--- src/hdl/pdes_core_pkg.sv ---
// core id and state types
`default_nettype none

package pdes_core_pkg;

   // core index, 4 cores
   localparam int CORE_ID_W = 2;

   typedef logic [CORE_ID_W-1:0] core_id_t;

   // per-core FSM
   // stall is a run that is held by the monitor
   typedef enum logic [1:0] {
      CORE_IDLE  = 2'd0,
      CORE_RUN   = 2'd1,
      CORE_STALL = 2'd2,
      CORE_DONE  = 2'd3
   } core_state_t;

endpackage

`default_nettype wire

--- src/hdl/pdes_event_pkg.sv ---
// event field types
`default_nettype none

package pdes_event_pkg;

   // logical process id, 8 LPs
   localparam int LP_ID_W = 3;

   // simulation timestamp width
   localparam int EVT_TIME_W = 16;

   // id of the LP an event belongs to
   typedef logic [LP_ID_W-1:0] lp_id_t;

   // event timestamp
   // smaller value means earlier in simulated time
   typedef logic [EVT_TIME_W-1:0] evt_time_t;

endpackage

`default_nettype wire

--- src/hdl/core_monitor.sv ---
// core LP conflict monitor
`timescale 1ns/1ns
`default_nettype none

module core_monitor
   import pdes_event_pkg::*;
   import pdes_core_pkg::*;
#(
   parameter int NUM_CORE = 4
) (
   input  wire                  clk,
   input  wire                  reset,
   input  wire                  send_vld,
   input  wire core_id_t        send_core,
   input  wire lp_id_t          send_lp,
   input  wire evt_time_t       send_time,
   input  wire                  ret_vld,
   input  wire core_id_t        ret_core,
   input  wire lp_id_t          ret_lp,
   output logic [NUM_CORE-1:0]  stall
);

   localparam int NODES = 2 * NUM_CORE;

   // per-core table
   lp_id_t              tbl_lp   [NUM_CORE];
   evt_time_t           tbl_time [NUM_CORE];
   logic [NUM_CORE-1:0] active;

   logic [NUM_CORE-1:0] send_match;
   logic [NUM_CORE-1:0] ret_match;

   // min tree in heap order
   // node 1 is the root, leaf of core m sits at NUM_CORE + m
   logic                node_vld  [1:NODES-1];
   evt_time_t           node_time [1:NODES-1];
   core_id_t            node_id   [1:NODES-1];

   logic                rel_vld;
   core_id_t            rel_id;

   // lp and timestamp of the event on each core
   always_ff @(posedge clk) begin
      if (send_vld) begin
         tbl_lp[send_core]   <= send_lp;
         tbl_time[send_core] <= send_time;
      end
   end

   // active flags
   // send and return hit different cores, both may land in one edge
   always_ff @(posedge clk) begin
      if (reset) begin
         active <= '0;
      end else begin
         for (int c = 0; c < NUM_CORE; c++) begin
            if (send_vld && (send_core == core_id_t'(c))) begin
               active[c] <= 1'b1;
            end else if (ret_vld && (ret_core == core_id_t'(c))) begin
               active[c] <= 1'b0;
            end
         end
      end
   end

   generate
      for (genvar m = 0; m < NUM_CORE; m++) begin : g_match
         // conflict for a new send
         // a core returning in this same cycle no longer counts
         assign send_match[m] = active[m] && (tbl_lp[m] == send_lp) &&
                                (send_core != core_id_t'(m)) &&
                                !(ret_vld && (ret_core == core_id_t'(m)));

         // candidates for release on a return
         assign ret_match[m] = active[m] && (tbl_lp[m] == ret_lp) &&
                               (ret_core != core_id_t'(m));

         // tree leaves
         assign node_vld[NUM_CORE + m]  = ret_match[m];
         assign node_time[NUM_CORE + m] = tbl_time[m];
         assign node_id[NUM_CORE + m]   = core_id_t'(m);
      end

      // pairwise reduction toward the root
      for (genvar n = NUM_CORE - 1; n >= 1; n--) begin : g_node
         logic take_left;

         // left subtree holds the lower ids, so it wins a tie
         assign take_left = node_vld[2*n] &&
                            (!node_vld[2*n+1] || (node_time[2*n] <= node_time[2*n+1]));

         assign node_vld[n]  = node_vld[2*n] || node_vld[2*n+1];
         assign node_time[n] = take_left ? node_time[2*n] : node_time[2*n+1];
         assign node_id[n]   = take_left ? node_id[2*n] : node_id[2*n+1];
      end
   endgenerate

   // core to release on this return
   assign rel_vld = ret_vld && node_vld[1];
   assign rel_id  = node_id[1];

   // stall vector
   // new core stalls if its lp is held elsewhere
   always_ff @(posedge clk) begin
      if (reset) begin
         stall <= '0;
      end else begin
         for (int c = 0; c < NUM_CORE; c++) begin
            if (send_vld && (send_core == core_id_t'(c))) begin
               stall[c] <= |send_match;
            end else if (rel_vld && (rel_id == core_id_t'(c))) begin
               stall[c] <= 1'b0;
            end
         end
      end
   end

endmodule

`default_nettype wire

--- src/hdl/event_dispatcher.sv ---
// event dispatcher
`timescale 1ns/1ns
`default_nettype none

module event_dispatcher
   import pdes_event_pkg::*;
   import pdes_core_pkg::*;
#(
   parameter int NUM_CORE = 4
) (
   input  wire                  clk,
   input  wire                  reset,
   input  wire                  not_empty,
   input  wire lp_id_t          head_lp,
   input  wire evt_time_t       head_time,
   input  wire [NUM_CORE-1:0]   idle,
   input  wire                  ret_vld,
   output logic                 pop,
   output logic                 send_vld,
   output core_id_t             send_core,
   output lp_id_t               send_lp,
   output evt_time_t            send_time
);

   core_id_t free_core;
   logic     any_idle;
   logic     go;

   // priority encoder, lowest idle core wins
   always_comb begin
      free_core = '0;
      for (int i = NUM_CORE - 1; i >= 0; i--) begin
         if (idle[i]) begin
            free_core = core_id_t'(i);
         end
      end
   end

   assign any_idle = |idle;

   // no send while a return is on the bus
   // idle lags a send by one cycle, so wait out our own send
   assign go = not_empty && any_idle && !ret_vld && !send_vld;

   // strobes
   always_ff @(posedge clk) begin
      if (reset) begin
         send_vld <= 1'b0;
         pop      <= 1'b0;
      end else begin
         send_vld <= go;
         // pop travels with the send
         pop      <= go;
      end
   end

   // head event plus the chosen core
   always_ff @(posedge clk) begin
      if (go) begin
         send_core <= free_core;
         send_lp   <= head_lp;
         send_time <= head_time;
      end
   end

endmodule

`default_nettype wire

--- src/hdl/event_fifo.sv ---
// pending event buffer
`timescale 1ns/1ns
`default_nettype none

module event_fifo
   import pdes_event_pkg::*;
#(
   parameter int FIFO_DEPTH = 8
) (
   input  wire              clk,
   input  wire              reset,
   input  wire              evt_vld,
   input  wire lp_id_t      evt_lp,
   input  wire evt_time_t   evt_time,
   input  wire              pop,
   output logic             not_empty,
   output lp_id_t           head_lp,
   output evt_time_t        head_time,
   output logic             overflow
);

   localparam int AW = $clog2(FIFO_DEPTH);

   // ring storage
   lp_id_t        mem_lp   [FIFO_DEPTH];
   evt_time_t     mem_time [FIFO_DEPTH];

   logic [AW-1:0] wr_ptr;
   logic [AW-1:0] rd_ptr;
   logic [AW:0]   count;

   logic          full;
   logic          wr_en;
   logic          rd_en;
   logic [AW-1:0] rd_next;
   logic [AW:0]   occ_after_pop;

   assign full  = (count == (AW+1)'(FIFO_DEPTH));
   // event is dropped when full
   assign wr_en = evt_vld && !full;
   // pop on an empty buffer has no effect
   assign rd_en = pop && not_empty;

   assign rd_next       = rd_ptr + AW'(rd_en);
   assign occ_after_pop = count - (AW+1)'(rd_en);

   always_ff @(posedge clk) begin
      if (wr_en) begin
         mem_lp[wr_ptr]   <= evt_lp;
         mem_time[wr_ptr] <= evt_time;
      end
   end

   // pointers, occupancy, flags
   always_ff @(posedge clk) begin
      if (reset) begin
         wr_ptr    <= '0;
         rd_ptr    <= '0;
         count     <= '0;
         not_empty <= 1'b0;
         overflow  <= 1'b0;
      end else begin
         wr_ptr    <= wr_ptr + AW'(wr_en);
         rd_ptr    <= rd_next;
         count     <= occ_after_pop + (AW+1)'(wr_en);
         not_empty <= (occ_after_pop != '0) || wr_en;
         // sticky until reset
         if (evt_vld && full) begin
            overflow <= 1'b1;
         end
      end
   end

   // registered head
   // bypass the incoming event when nothing else is left
   always_ff @(posedge clk) begin
      if (occ_after_pop == '0) begin
         head_lp   <= evt_lp;
         head_time <= evt_time;
      end else begin
         head_lp   <= mem_lp[rd_next];
         head_time <= mem_time[rd_next];
      end
   end

endmodule

`default_nettype wire

--- src/hdl/lp_core_array.sv ---
// event processing core array
`timescale 1ns/1ns
`default_nettype none

module lp_core_array
   import pdes_event_pkg::*;
   import pdes_core_pkg::*;
#(
   parameter int NUM_CORE    = 4,
   parameter int PROC_CYCLES = 6
) (
   input  wire                  clk,
   input  wire                  reset,
   input  wire                  send_vld,
   input  wire core_id_t        send_core,
   input  wire lp_id_t          send_lp,
   input  wire evt_time_t       send_time,
   input  wire [NUM_CORE-1:0]   stall,
   output logic [NUM_CORE-1:0]  idle,
   output logic                 ret_vld,
   output core_id_t             ret_core,
   output lp_id_t               ret_lp,
   output evt_time_t            ret_time
);

   localparam int            CW   = $clog2(PROC_CYCLES);
   localparam logic [CW-1:0] LAST = CW'(PROC_CYCLES - 1);

   core_state_t         state     [NUM_CORE];
   logic [CW-1:0]       cnt       [NUM_CORE];
   lp_id_t              core_lp   [NUM_CORE];
   evt_time_t           core_time [NUM_CORE];

   logic [NUM_CORE-1:0] done;
   logic [NUM_CORE-1:0] grant;
   core_id_t            grant_id;
   logic                grant_vld;

   // fixed priority arbiter over finished cores
   always_comb begin
      grant_id = '0;
      for (int i = NUM_CORE - 1; i >= 0; i--) begin
         if (done[i]) begin
            grant_id = core_id_t'(i);
         end
      end
   end

   assign grant_vld = |done;

   generate
      for (genvar i = 0; i < NUM_CORE; i++) begin : g_core
         logic load;

         assign load     = send_vld && (send_core == core_id_t'(i));
         assign idle[i]  = (state[i] == CORE_IDLE);
         assign done[i]  = (state[i] == CORE_DONE);
         assign grant[i] = grant_vld && (grant_id == core_id_t'(i));

         // core FSM and cycle counter
         always_ff @(posedge clk) begin
            if (reset) begin
               state[i] <= CORE_IDLE;
               cnt[i]   <= '0;
            end else begin
               case (state[i])
                  CORE_IDLE: begin
                     if (load) begin
                        state[i] <= CORE_RUN;
                        cnt[i]   <= '0;
                     end
                  end
                  CORE_RUN, CORE_STALL: begin
                     // counter frozen while held
                     if (stall[i]) begin
                        state[i] <= CORE_STALL;
                     end else if (cnt[i] == LAST) begin
                        state[i] <= CORE_DONE;
                     end else begin
                        state[i] <= CORE_RUN;
                        cnt[i]   <= cnt[i] + 1'b1;
                     end
                  end
                  CORE_DONE: begin
                     // freed on grant
                     if (grant[i]) begin
                        state[i] <= CORE_IDLE;
                     end
                  end
                  default: state[i] <= CORE_IDLE;
               endcase
            end
         end

         // event held by this core
         always_ff @(posedge clk) begin
            if (load) begin
               core_lp[i]   <= send_lp;
               core_time[i] <= send_time;
            end
         end
      end
   endgenerate

   // completion strobe, one cycle after the grant
   always_ff @(posedge clk) begin
      if (reset) begin
         ret_vld <= 1'b0;
      end else begin
         ret_vld <= grant_vld;
      end
   end

   always_ff @(posedge clk) begin
      if (grant_vld) begin
         ret_core <= grant_id;
         ret_lp   <= core_lp[grant_id];
         ret_time <= core_time[grant_id];
      end
   end

endmodule

`default_nettype wire

--- src/hdl/pdes_engine_top.sv ---
// PDES event engine top
`timescale 1ns/1ns
`default_nettype none

module pdes_engine_top
   import pdes_event_pkg::*;
   import pdes_core_pkg::*;
#(
   parameter int NUM_CORE    = 4,
   parameter int FIFO_DEPTH  = 8,
   parameter int PROC_CYCLES = 6
) (
   input  wire              clk,
   input  wire              reset,
   input  wire              evt_vld,
   input  wire lp_id_t      evt_lp,
   input  wire evt_time_t   evt_time,
   output wire              done_vld,
   output wire core_id_t    done_core,
   output wire lp_id_t      done_lp,
   output wire evt_time_t   done_time,
   output wire              overflow
);

   // buffer to dispatcher
   wire                not_empty;
   wire lp_id_t        head_lp;
   wire evt_time_t     head_time;
   wire                pop;

   // dispatcher to cores and monitor
   wire                send_vld;
   wire core_id_t      send_core;
   wire lp_id_t        send_lp;
   wire evt_time_t     send_time;

   // core status
   wire [NUM_CORE-1:0] idle;
   wire [NUM_CORE-1:0] stall;

   event_fifo #(.FIFO_DEPTH(FIFO_DEPTH)) u_fifo (
      .clk(clk), .reset(reset),
      .evt_vld(evt_vld), .evt_lp(evt_lp), .evt_time(evt_time), .pop(pop),
      .not_empty(not_empty), .head_lp(head_lp), .head_time(head_time),
      .overflow(overflow)
   );

   event_dispatcher #(.NUM_CORE(NUM_CORE)) u_dispatch (
      .clk(clk), .reset(reset),
      .not_empty(not_empty), .head_lp(head_lp), .head_time(head_time),
      .idle(idle), .ret_vld(done_vld), .pop(pop),
      .send_vld(send_vld), .send_core(send_core), .send_lp(send_lp), .send_time(send_time)
   );

   // completions feed the monitor back directly
   core_monitor #(.NUM_CORE(NUM_CORE)) u_monitor (
      .clk(clk), .reset(reset),
      .send_vld(send_vld), .send_core(send_core), .send_lp(send_lp), .send_time(send_time),
      .ret_vld(done_vld), .ret_core(done_core), .ret_lp(done_lp),
      .stall(stall)
   );

   lp_core_array #(.NUM_CORE(NUM_CORE), .PROC_CYCLES(PROC_CYCLES)) u_cores (
      .clk(clk), .reset(reset),
      .send_vld(send_vld), .send_core(send_core), .send_lp(send_lp), .send_time(send_time),
      .stall(stall), .idle(idle),
      .ret_vld(done_vld), .ret_core(done_core), .ret_lp(done_lp), .ret_time(done_time)
   );

endmodule

`default_nettype wire

--- config.mk ---
export PLATFORM = sky130hd
export DESIGN_NAME = pdes_engine_top
export DESIGN_NICKNAME = d
export VERILOG_FILES = /design/src/hdl/pdes_core_pkg.sv /design/src/hdl/pdes_event_pkg.sv /design/src/hdl/core_monitor.sv /design/src/hdl/event_dispatcher.sv /design/src/hdl/event_fifo.sv /design/src/hdl/lp_core_array.sv /design/src/hdl/pdes_engine_top.sv
export SDC_FILE = /design/constraint.sdc
export NUM_CORES = 1
export LEC_CHECK = 0
export BUFFER_PORTS_ARGS = -buffer_cell sky130_fd_sc_hd__buf_2
export CORE_MARGIN = 2
export CORE_UTILIZATION = 50
export DETAILED_ROUTE_END_ITERATION = 10
export PLACE_DENSITY = 0.63
export SLEW_MARGIN = 30
export SYNTH_ARGS = -nofsm -noshare
export SYNTH_HDL_FRONTEND = slang
export SYNTH_SLANG_ARGS = --single-unit
--- constraint.sdc ---
create_clock -name clk -period 4.4 [get_ports clk]
set_input_delay 0.66 -clock clk [delete_from_list [all_inputs] [get_ports clk]]
set_output_delay 0.66 -clock clk [all_outputs]
set_load 0.005 [all_outputs]
# Word-level counts from Yosys, hierarchy flattened
# Memory sizes are Yosys's and may differ from the RTL's. A register that Yosys moved wholly into a read port is not among the register bits.
# Index checks and enable logic that the tools add are counted.
# totals
wordCells	383
in_bits	22
out_inout_bits	23
n_memories	8
ram_bits	324
regBits	64
# classes
n_addsub	8
magnitude_cmp	3
n_eq_ne	43
n_reduce_logical	97
mux	174
n_bitwise	28
# memory_table
memory	depth	width	rd	rd_ports_with_merged_regs	write_ports	line	source
u_fifo.mem_time	8	16	1	0	1	event_fifo.sv:26	evt_time_t mem_time [FIFO_DEPTH];
u_cores.core_time	4	16	1	1	1	lp_core_array.sv:32	evt_time_t core_time [NUM_CORE];
u_monitor.tbl_time	4	16	4	0	1	core_monitor.sv:27	evt_time_t tbl_time [NUM_CORE];
u_fifo.mem_lp	8	3	1	0	1	event_fifo.sv:25	lp_id_t mem_lp [FIFO_DEPTH];
u_cores.cnt	4	3	4	0	4	lp_core_array.sv:30	logic [CW-1:0] cnt [NUM_CORE];
u_cores.core_lp	4	3	1	1	1	lp_core_array.sv:31	lp_id_t core_lp [NUM_CORE];
+2 memories	-	-	-	-	-	-	
# ops
cell	n
1-bit 2-to-1 mux	123
16-bit 2-to-1 mux	6
2-bit 2-to-1 mux	33
16-bit <= comparator	3
16-bit OR reduction	3
1-bit logical AND	46
3-bit 2-to-1 mux	12
2-bit == test, second input constant	16
1-bit bitwise OR	28
3-bit == test	8
2-bit nonzero test	10
2-bit by 1-bit == test with 1-bit output, second input constant	8
2-bit logical NOT	8
3-bit by 1-bit adder with 3-bit output, second input constant	4
3-bit == test, second input constant	4
4-bit OR reduction	3
1-bit logical NOT	10
2-bit OR reduction	5
3-bit OR reduction	3
2-bit inequality test, second input constant	4
1-bit logical OR	7
3-bit by 1-bit adder with 3-bit output	2
4-bit by 1-bit adder with 4-bit output	1
4-bit == test, second input constant	1
other kinds (4)	5

# Depth between registers and ports, before layout
# An unclocked memory read counts as a cell.
# logic_depth
depth_word	16
mapped_depth	18
depth_no_buf	17

# Modules after synthesis
# A second synthesis with hierarchy kept.
# unflattened
hier_cells	1127
hier_area_um2	17284.1
# modules_own_cells
module	n_inst	seq_area_each_um2	area_per_inst_um2	cells_each
event_fifo	1	5185.0	7128.1	413
lp_core_array	1	3533.4	4844.6	295
core_monitor	1	2442.3	4599.4	387
event_dispatcher	1	650.6	711.9	32

# Worst setup path before layout
# OpenSTA, ideal clock, no wires.
# synth_path
kind	register to register
start	memory u_monitor.tbl_time[0][13] in the netlist's numbering
end	register u_monitor.stall[0]
path_stages_with_launch	16
setup_slack_ns	0.599
synth_period_minus_slack_ns	3.801
t_arrival_ns	3.685
required_time_ns	4.284
n_path_buf	1
setup_time_ns	0.116
path_cell_list	edfxtp_1 -> ha_1 -> nand4_1 -> nor4_1 -> a22oi_1 -> a31oi_4 -> buf_6 -> mux2_4 -> ha_1 -> a21oi_1 -> o21ai_0 -> a221o_1 -> a211o_1 -> a31oi_1 -> nand2b_1 -> a41o_1
# synth_rtl
element	line	source
from (decl)	core_monitor.sv:27	
to (signal, indexed assignment)	core_monitor.sv:110	stall[c] <= |send_match;
to (decl)	core_monitor.sv:20	output logic [NUM_CORE-1:0] stall

==> impl_metrics.py <==
metrics = {
    "synthesis": {
        "syn_area_um2": 14370,
        "synth_top_family_by_area": "multiplexers",
        "ys_seq_area_share_pct": 66.32,
        "yosysUniqueCellTypes": 53,
        "async_reset_ff_share_pct": 0,
        "syn_area_per_cell_um2": 15.24,
        "yosysWarnings": 0,
        "yosys.area_share.adder_pct": 6.357,
        "synthXorXnorAreaFrac_pct": 2.072,
        "syn_inst": 943,
        "synth_seq_cells": 331,
        "yosys.area_share.simple_pct": 5.564,
        "synth_edf_count": 290,
        "synth.area.mux_share_pct": 11.42,
        "syn_nets": 1038,
        "synth_compound_area_share_pct": 5.686,
        "ys.flop_type": "edfxtp_1",
    },
    "status": {
        "outcome": "finished clean",
    },
    "floorplanning": {
        "die_area_um2": 30110,
        "initial_core_util_pct": 50.47,
        "die_height_um": 173.5,
        "io_pins": 45,
        "core.rowCount": 62,
        "coreArea_um2": 28470,
        "die_x_um": 173.5,
    },
    "global_route": {
        "grt.overflow.total": 0,
        "track_usage_pct": 19.29,
        "grt_max_degree": 40,
        "grt_pass1_vias": 8099,
        "grt_pass1_wl_um": 44800,
        "antenna_found_initial": 1,
    },
    "clock_tree": {
        "cts_tree": "yes",
        "clkLatencyLatePin_ns": 0.52,
        "cts-root-buf": "clkbuf_16",
        "clkTransAtPathRegs_ns": 0.06,
        "clk_path_buf_depth": 3,
        "cts_hold_buffers": 0,
        "htree_levels": 2,
        "cts_buffers": 35,
        "clock-sinks": 331,
    },
    "sta": {
        "fmax_mhz": 242.0,
        "slew_viol_final": 0,
        "skew_ns": 0.009725,
        "tightestPinTransition_ns": 0.8746,
        "setup_slack_ns": 0.2685,
        "rsz0062_at_grt": "no",
        "period_share_pct": 93.90,
        "finalCriticalPeriod_ns": 4.132,
        "final.setup.tns_ns": 0,
        "relSlewSlack_pct": 41.55,
        "setup_viol_count_final": 0,
        "finalHoldViolations": 0,
    },
    "finish": {
        "drive_gt1_share_pct": 18.80,
        "areaGrowthSynthToFinish_pct": 13.62,
        "finish.utilization_pct": 57.34,
        "num-nets-final": 1117,
        "fin_cells": 1433,
        "fin_area_um2": 16330,
    },
    "power_and_ir_drop": {
        "sw_frac_of_total_pct": 29.05,
        "power_leakage_nw": 5.769,
        "p_sw_mw": 2.683,
        "power.internal_mw": 6.554,
        "ir_drop_mv": 0.3511,
        "power_density_nw_per_um2": 565.8,
        "clkPwrFrac_pct": 29.9,
        "combPwrFrac_pct": 21.0,
        "seq_power_share_pct": 49.1,
    },
    "hold_path": {
        "hold_class": "input pin to flip-flop",
        "worstHoldStart": "evt_vld",
        "holdPathStages": 3,
        "hold-path-endpoint": "u_fifo.overflow",
    },
    "setup_path": {
        "regToRegSetupSlack_ns": 0.27,
        "crit_path_start_kind": "flip-flop",
        "crit_type": "flip-flop to flip-flop",
        "slowest_delay_ns": 0.48,
        "crit_slowest_cell": "a211oi_1",
        "crit_buf_inv": 3,
        "crit_family": "compound AO/OA/AOI/OAI gates",
        "reg2regPathDepth": 15,
        "crit_arrival_ns": 4.51,
        "worst_path_most_repeated_cell": "buf_4",
        "cp_max_fo": 7,
        "r2r_start": "u_monitor.tbl_time[2][13]",
        "path_cells": "ha_1, nand4_1, buf_4, a211oi_1, o22ai_2, buf_4, buf_4, mux2i_1, ha_1, nand4_1, a2111oi_1, a211o_1, a21boi_0, o311ai_0, mux2i_1",
        "required_ns": 4.78,
        "crit_path_end_kind": "flip-flop",
        "regToRegEndpoint": "u_monitor.stall[3]",
    },
    "placed_design": {
        "place_inst": 1364,
        "dp_hpwl_um": 18520,
        "placed_cell_area_um2": 15210,
        "globalplace.congestion": 0.8468,
        "port_buffers": 44,
        "pre_cts_ws_ns": -0.07557,
    },
    "route": {
        "drtIter0Drc": 619,
        "vias": 7889,
        "viasPerCell": 5.505,
        "detail_route.wl_per_cell_um": 19.76,
        "drt-pass1-iter-count": 5,
        "postRouteAntennaNets": 0,
        "routed_wirelength_um": 28310,
        "drc": 0,
    },
    "flow_run": {
        "max-cap-violations": 0,
    },
}
[cells in the final DEF, fill, tap and decap left out, types with 17 or more instances in the layout]
cell / netlist / final
a21oi_1: 57 / 57
a22oi_1: 20 / 20
buf_2: 2 / 44
buf_4: 1 / 31
clkbuf_1: 22 / 19
clkbuf_16: 0 / 35
dfxtp_1: 41 / 41
edfxtp_1: 290 / 290
ha_1: 73 / 71
inv_1: 61 / 61
mux2i_1: 54 / 54
mux4_2: 38 / 38
nand2_1: 32 / 31
nand3_1: 17 / 17
nor2_1: 58 / 51
o21ai_0: 31 / 31
xnor2_1: 24 / 24
[timing repair]
item                                    in CTS  in global routing
endpoints found under the hold margin        0                  0
resized for setup                            0                  2
buffers inserted                             5                  0
endpoints found under the setup margin       3                  4
pin swaps                                    1                  0
[layer usage]
layer	part of all wire (%)	wire, um	vias to the layer above	GRT usage, %
met5	0	0	-	0
met4	1.9	544	0	5.120
met3	4.5	1279	43	3.289
met2	50	14240	183	33.55
met1	43	12250	3920	25.24
li1	-	-	3743	-
[metrics by stage]
step	hold slack, ns	power, mW
floorplan	0.3855	5.814
global placement	0.3857	6.517
detailed placement	0.3887	6.558
CTS	0.3703	9.322
global route	0.3805	9.711
finish	0.3821	9.237
[Yosys cell counts, types with 3 or more instances]
cell	n	area, um2
a22oi_1	20	150.1
o22ai_1	3	18.77
dfxtp_1	41	820.8
nand2b_1	4	25.02
nand2_1	32	120.1
buf_1	7	26.28
nor4_1	3	18.77
o21ai_0	31	155.2
nor4b_1	5	43.79
and3_1	3	18.77
a21o_1	3	22.52
nor2_1	58	217.7
mux2i_1	54	540.5
nor2b_1	10	62.56
mux2_2	11	123.9
a21oi_1	57	285.3
nand3_1	17	85.08
ha_1	73	913.4
nor3_1	14	70.07
inv_1	61	229.0
and2_1	3	18.77
clkbuf_1	22	82.58
xor2_1	10	87.58
xnor2_1	24	210.2
mux4_2	38	855.8
mux2_4	8	120.1
edfxtp_1	290	8708
nand4_1	10	62.56
[final cells by class]
cell class / count / area, um2
Clock inverter: 7 / 90.09
Inverter: 61 / 229.0
Antenna cell: 1 / 2.502
Clock buffer: 56 / 974.7
Tap cell: 384 / 480.5
Sequential cell: 331 / 9529
Multi-Input combinational cell: 517 / 4547
Fill cell: 2230 / 12140
Timing Repair Buffer: 76 / 473.0
[how the worst max path moves through the flow]
stage                                    from            endpoint  slack (ns)  depth (start not counted)
floorplan           u_monitor.tbl_time[0][13]  u_monitor.stall[0]        0.60                         15
CTS                 u_monitor.tbl_time[0][13]  u_monitor.stall[3]        0.15                         14
detailed placement  u_monitor.tbl_time[0][13]  u_monitor.stall[3]       -0.08                         14
global placement    u_monitor.tbl_time[0][13]  u_monitor.stall[3]        0.07                         14
finish              u_monitor.tbl_time[2][13]  u_monitor.stall[3]        0.27                         15
global route        u_monitor.tbl_time[2][13]  u_monitor.stall[0]       0.002                         15
[state kept, by name, summed over array words and instances, names as in the netlist, 4 cells and up]
| signal | count |
|---|---|
| u_dispatch.send_time | 16 |
| u_cores.core_lp | 8 |
| u_fifo.head_time | 16 |
| u_cores.cnt | 12 |
| u_fifo.count | 4 |
| u_monitor.tbl_lp | 4 |
| u_cores.ret_time | 16 |
| u_fifo.mem_time | 128 |
| u_cores.state | 8 |
| u_monitor.tbl_time | 60 |
| u_monitor.active | 4 |
| u_fifo.mem_lp | 24 |
| u_cores.core_time | 4 |
| u_monitor.stall | 4 |
[kinds of logic (layout without fill, tap and decap cells)]
family	Yosys count	after routing
buffers and inverters	95	200
XOR/XNOR	34	34
AO/OA/AOI/OAI	134	134
multiplexers	111	111
flip-flops	331	331
AND/OR/NAND/NOR	165	165
adder cells (fa/ha/maj)	73	73
other	0	1
[worst reg2reg max path, stage by stage, from the launching register on]
cell	delay (ns)
edfxtp_1	0.41
ha_1	0.32
nand4_1	0.22
buf_4	0.23
a211oi_1	0.49
o22ai_2	0.22
buf_4	0.23
buf_4	0.17
mux2i_1	0.14
ha_1	0.31
nand4_1	0.13
a2111oi_1	0.39
a211o_1	0.19
a21boi_0	0.13
o311ai_0	0.31
mux2i_1	0.12
[power groups by stage]
stage | combinational (mW) | sequential, mW | clock [mW]
after floorplan | 1.36 | 4.45 | 0
after global placement | 1.94 | 4.58 | 0
after detailed placement | 1.96 | 4.60 | 0
after CTS | 1.97 | 4.54 | 2.81
after global routing | 2.18 | 4.60 | 2.93
final | 1.94 | 4.54 | 2.76
No activity file was read; power rests on OpenSTA's default activity.
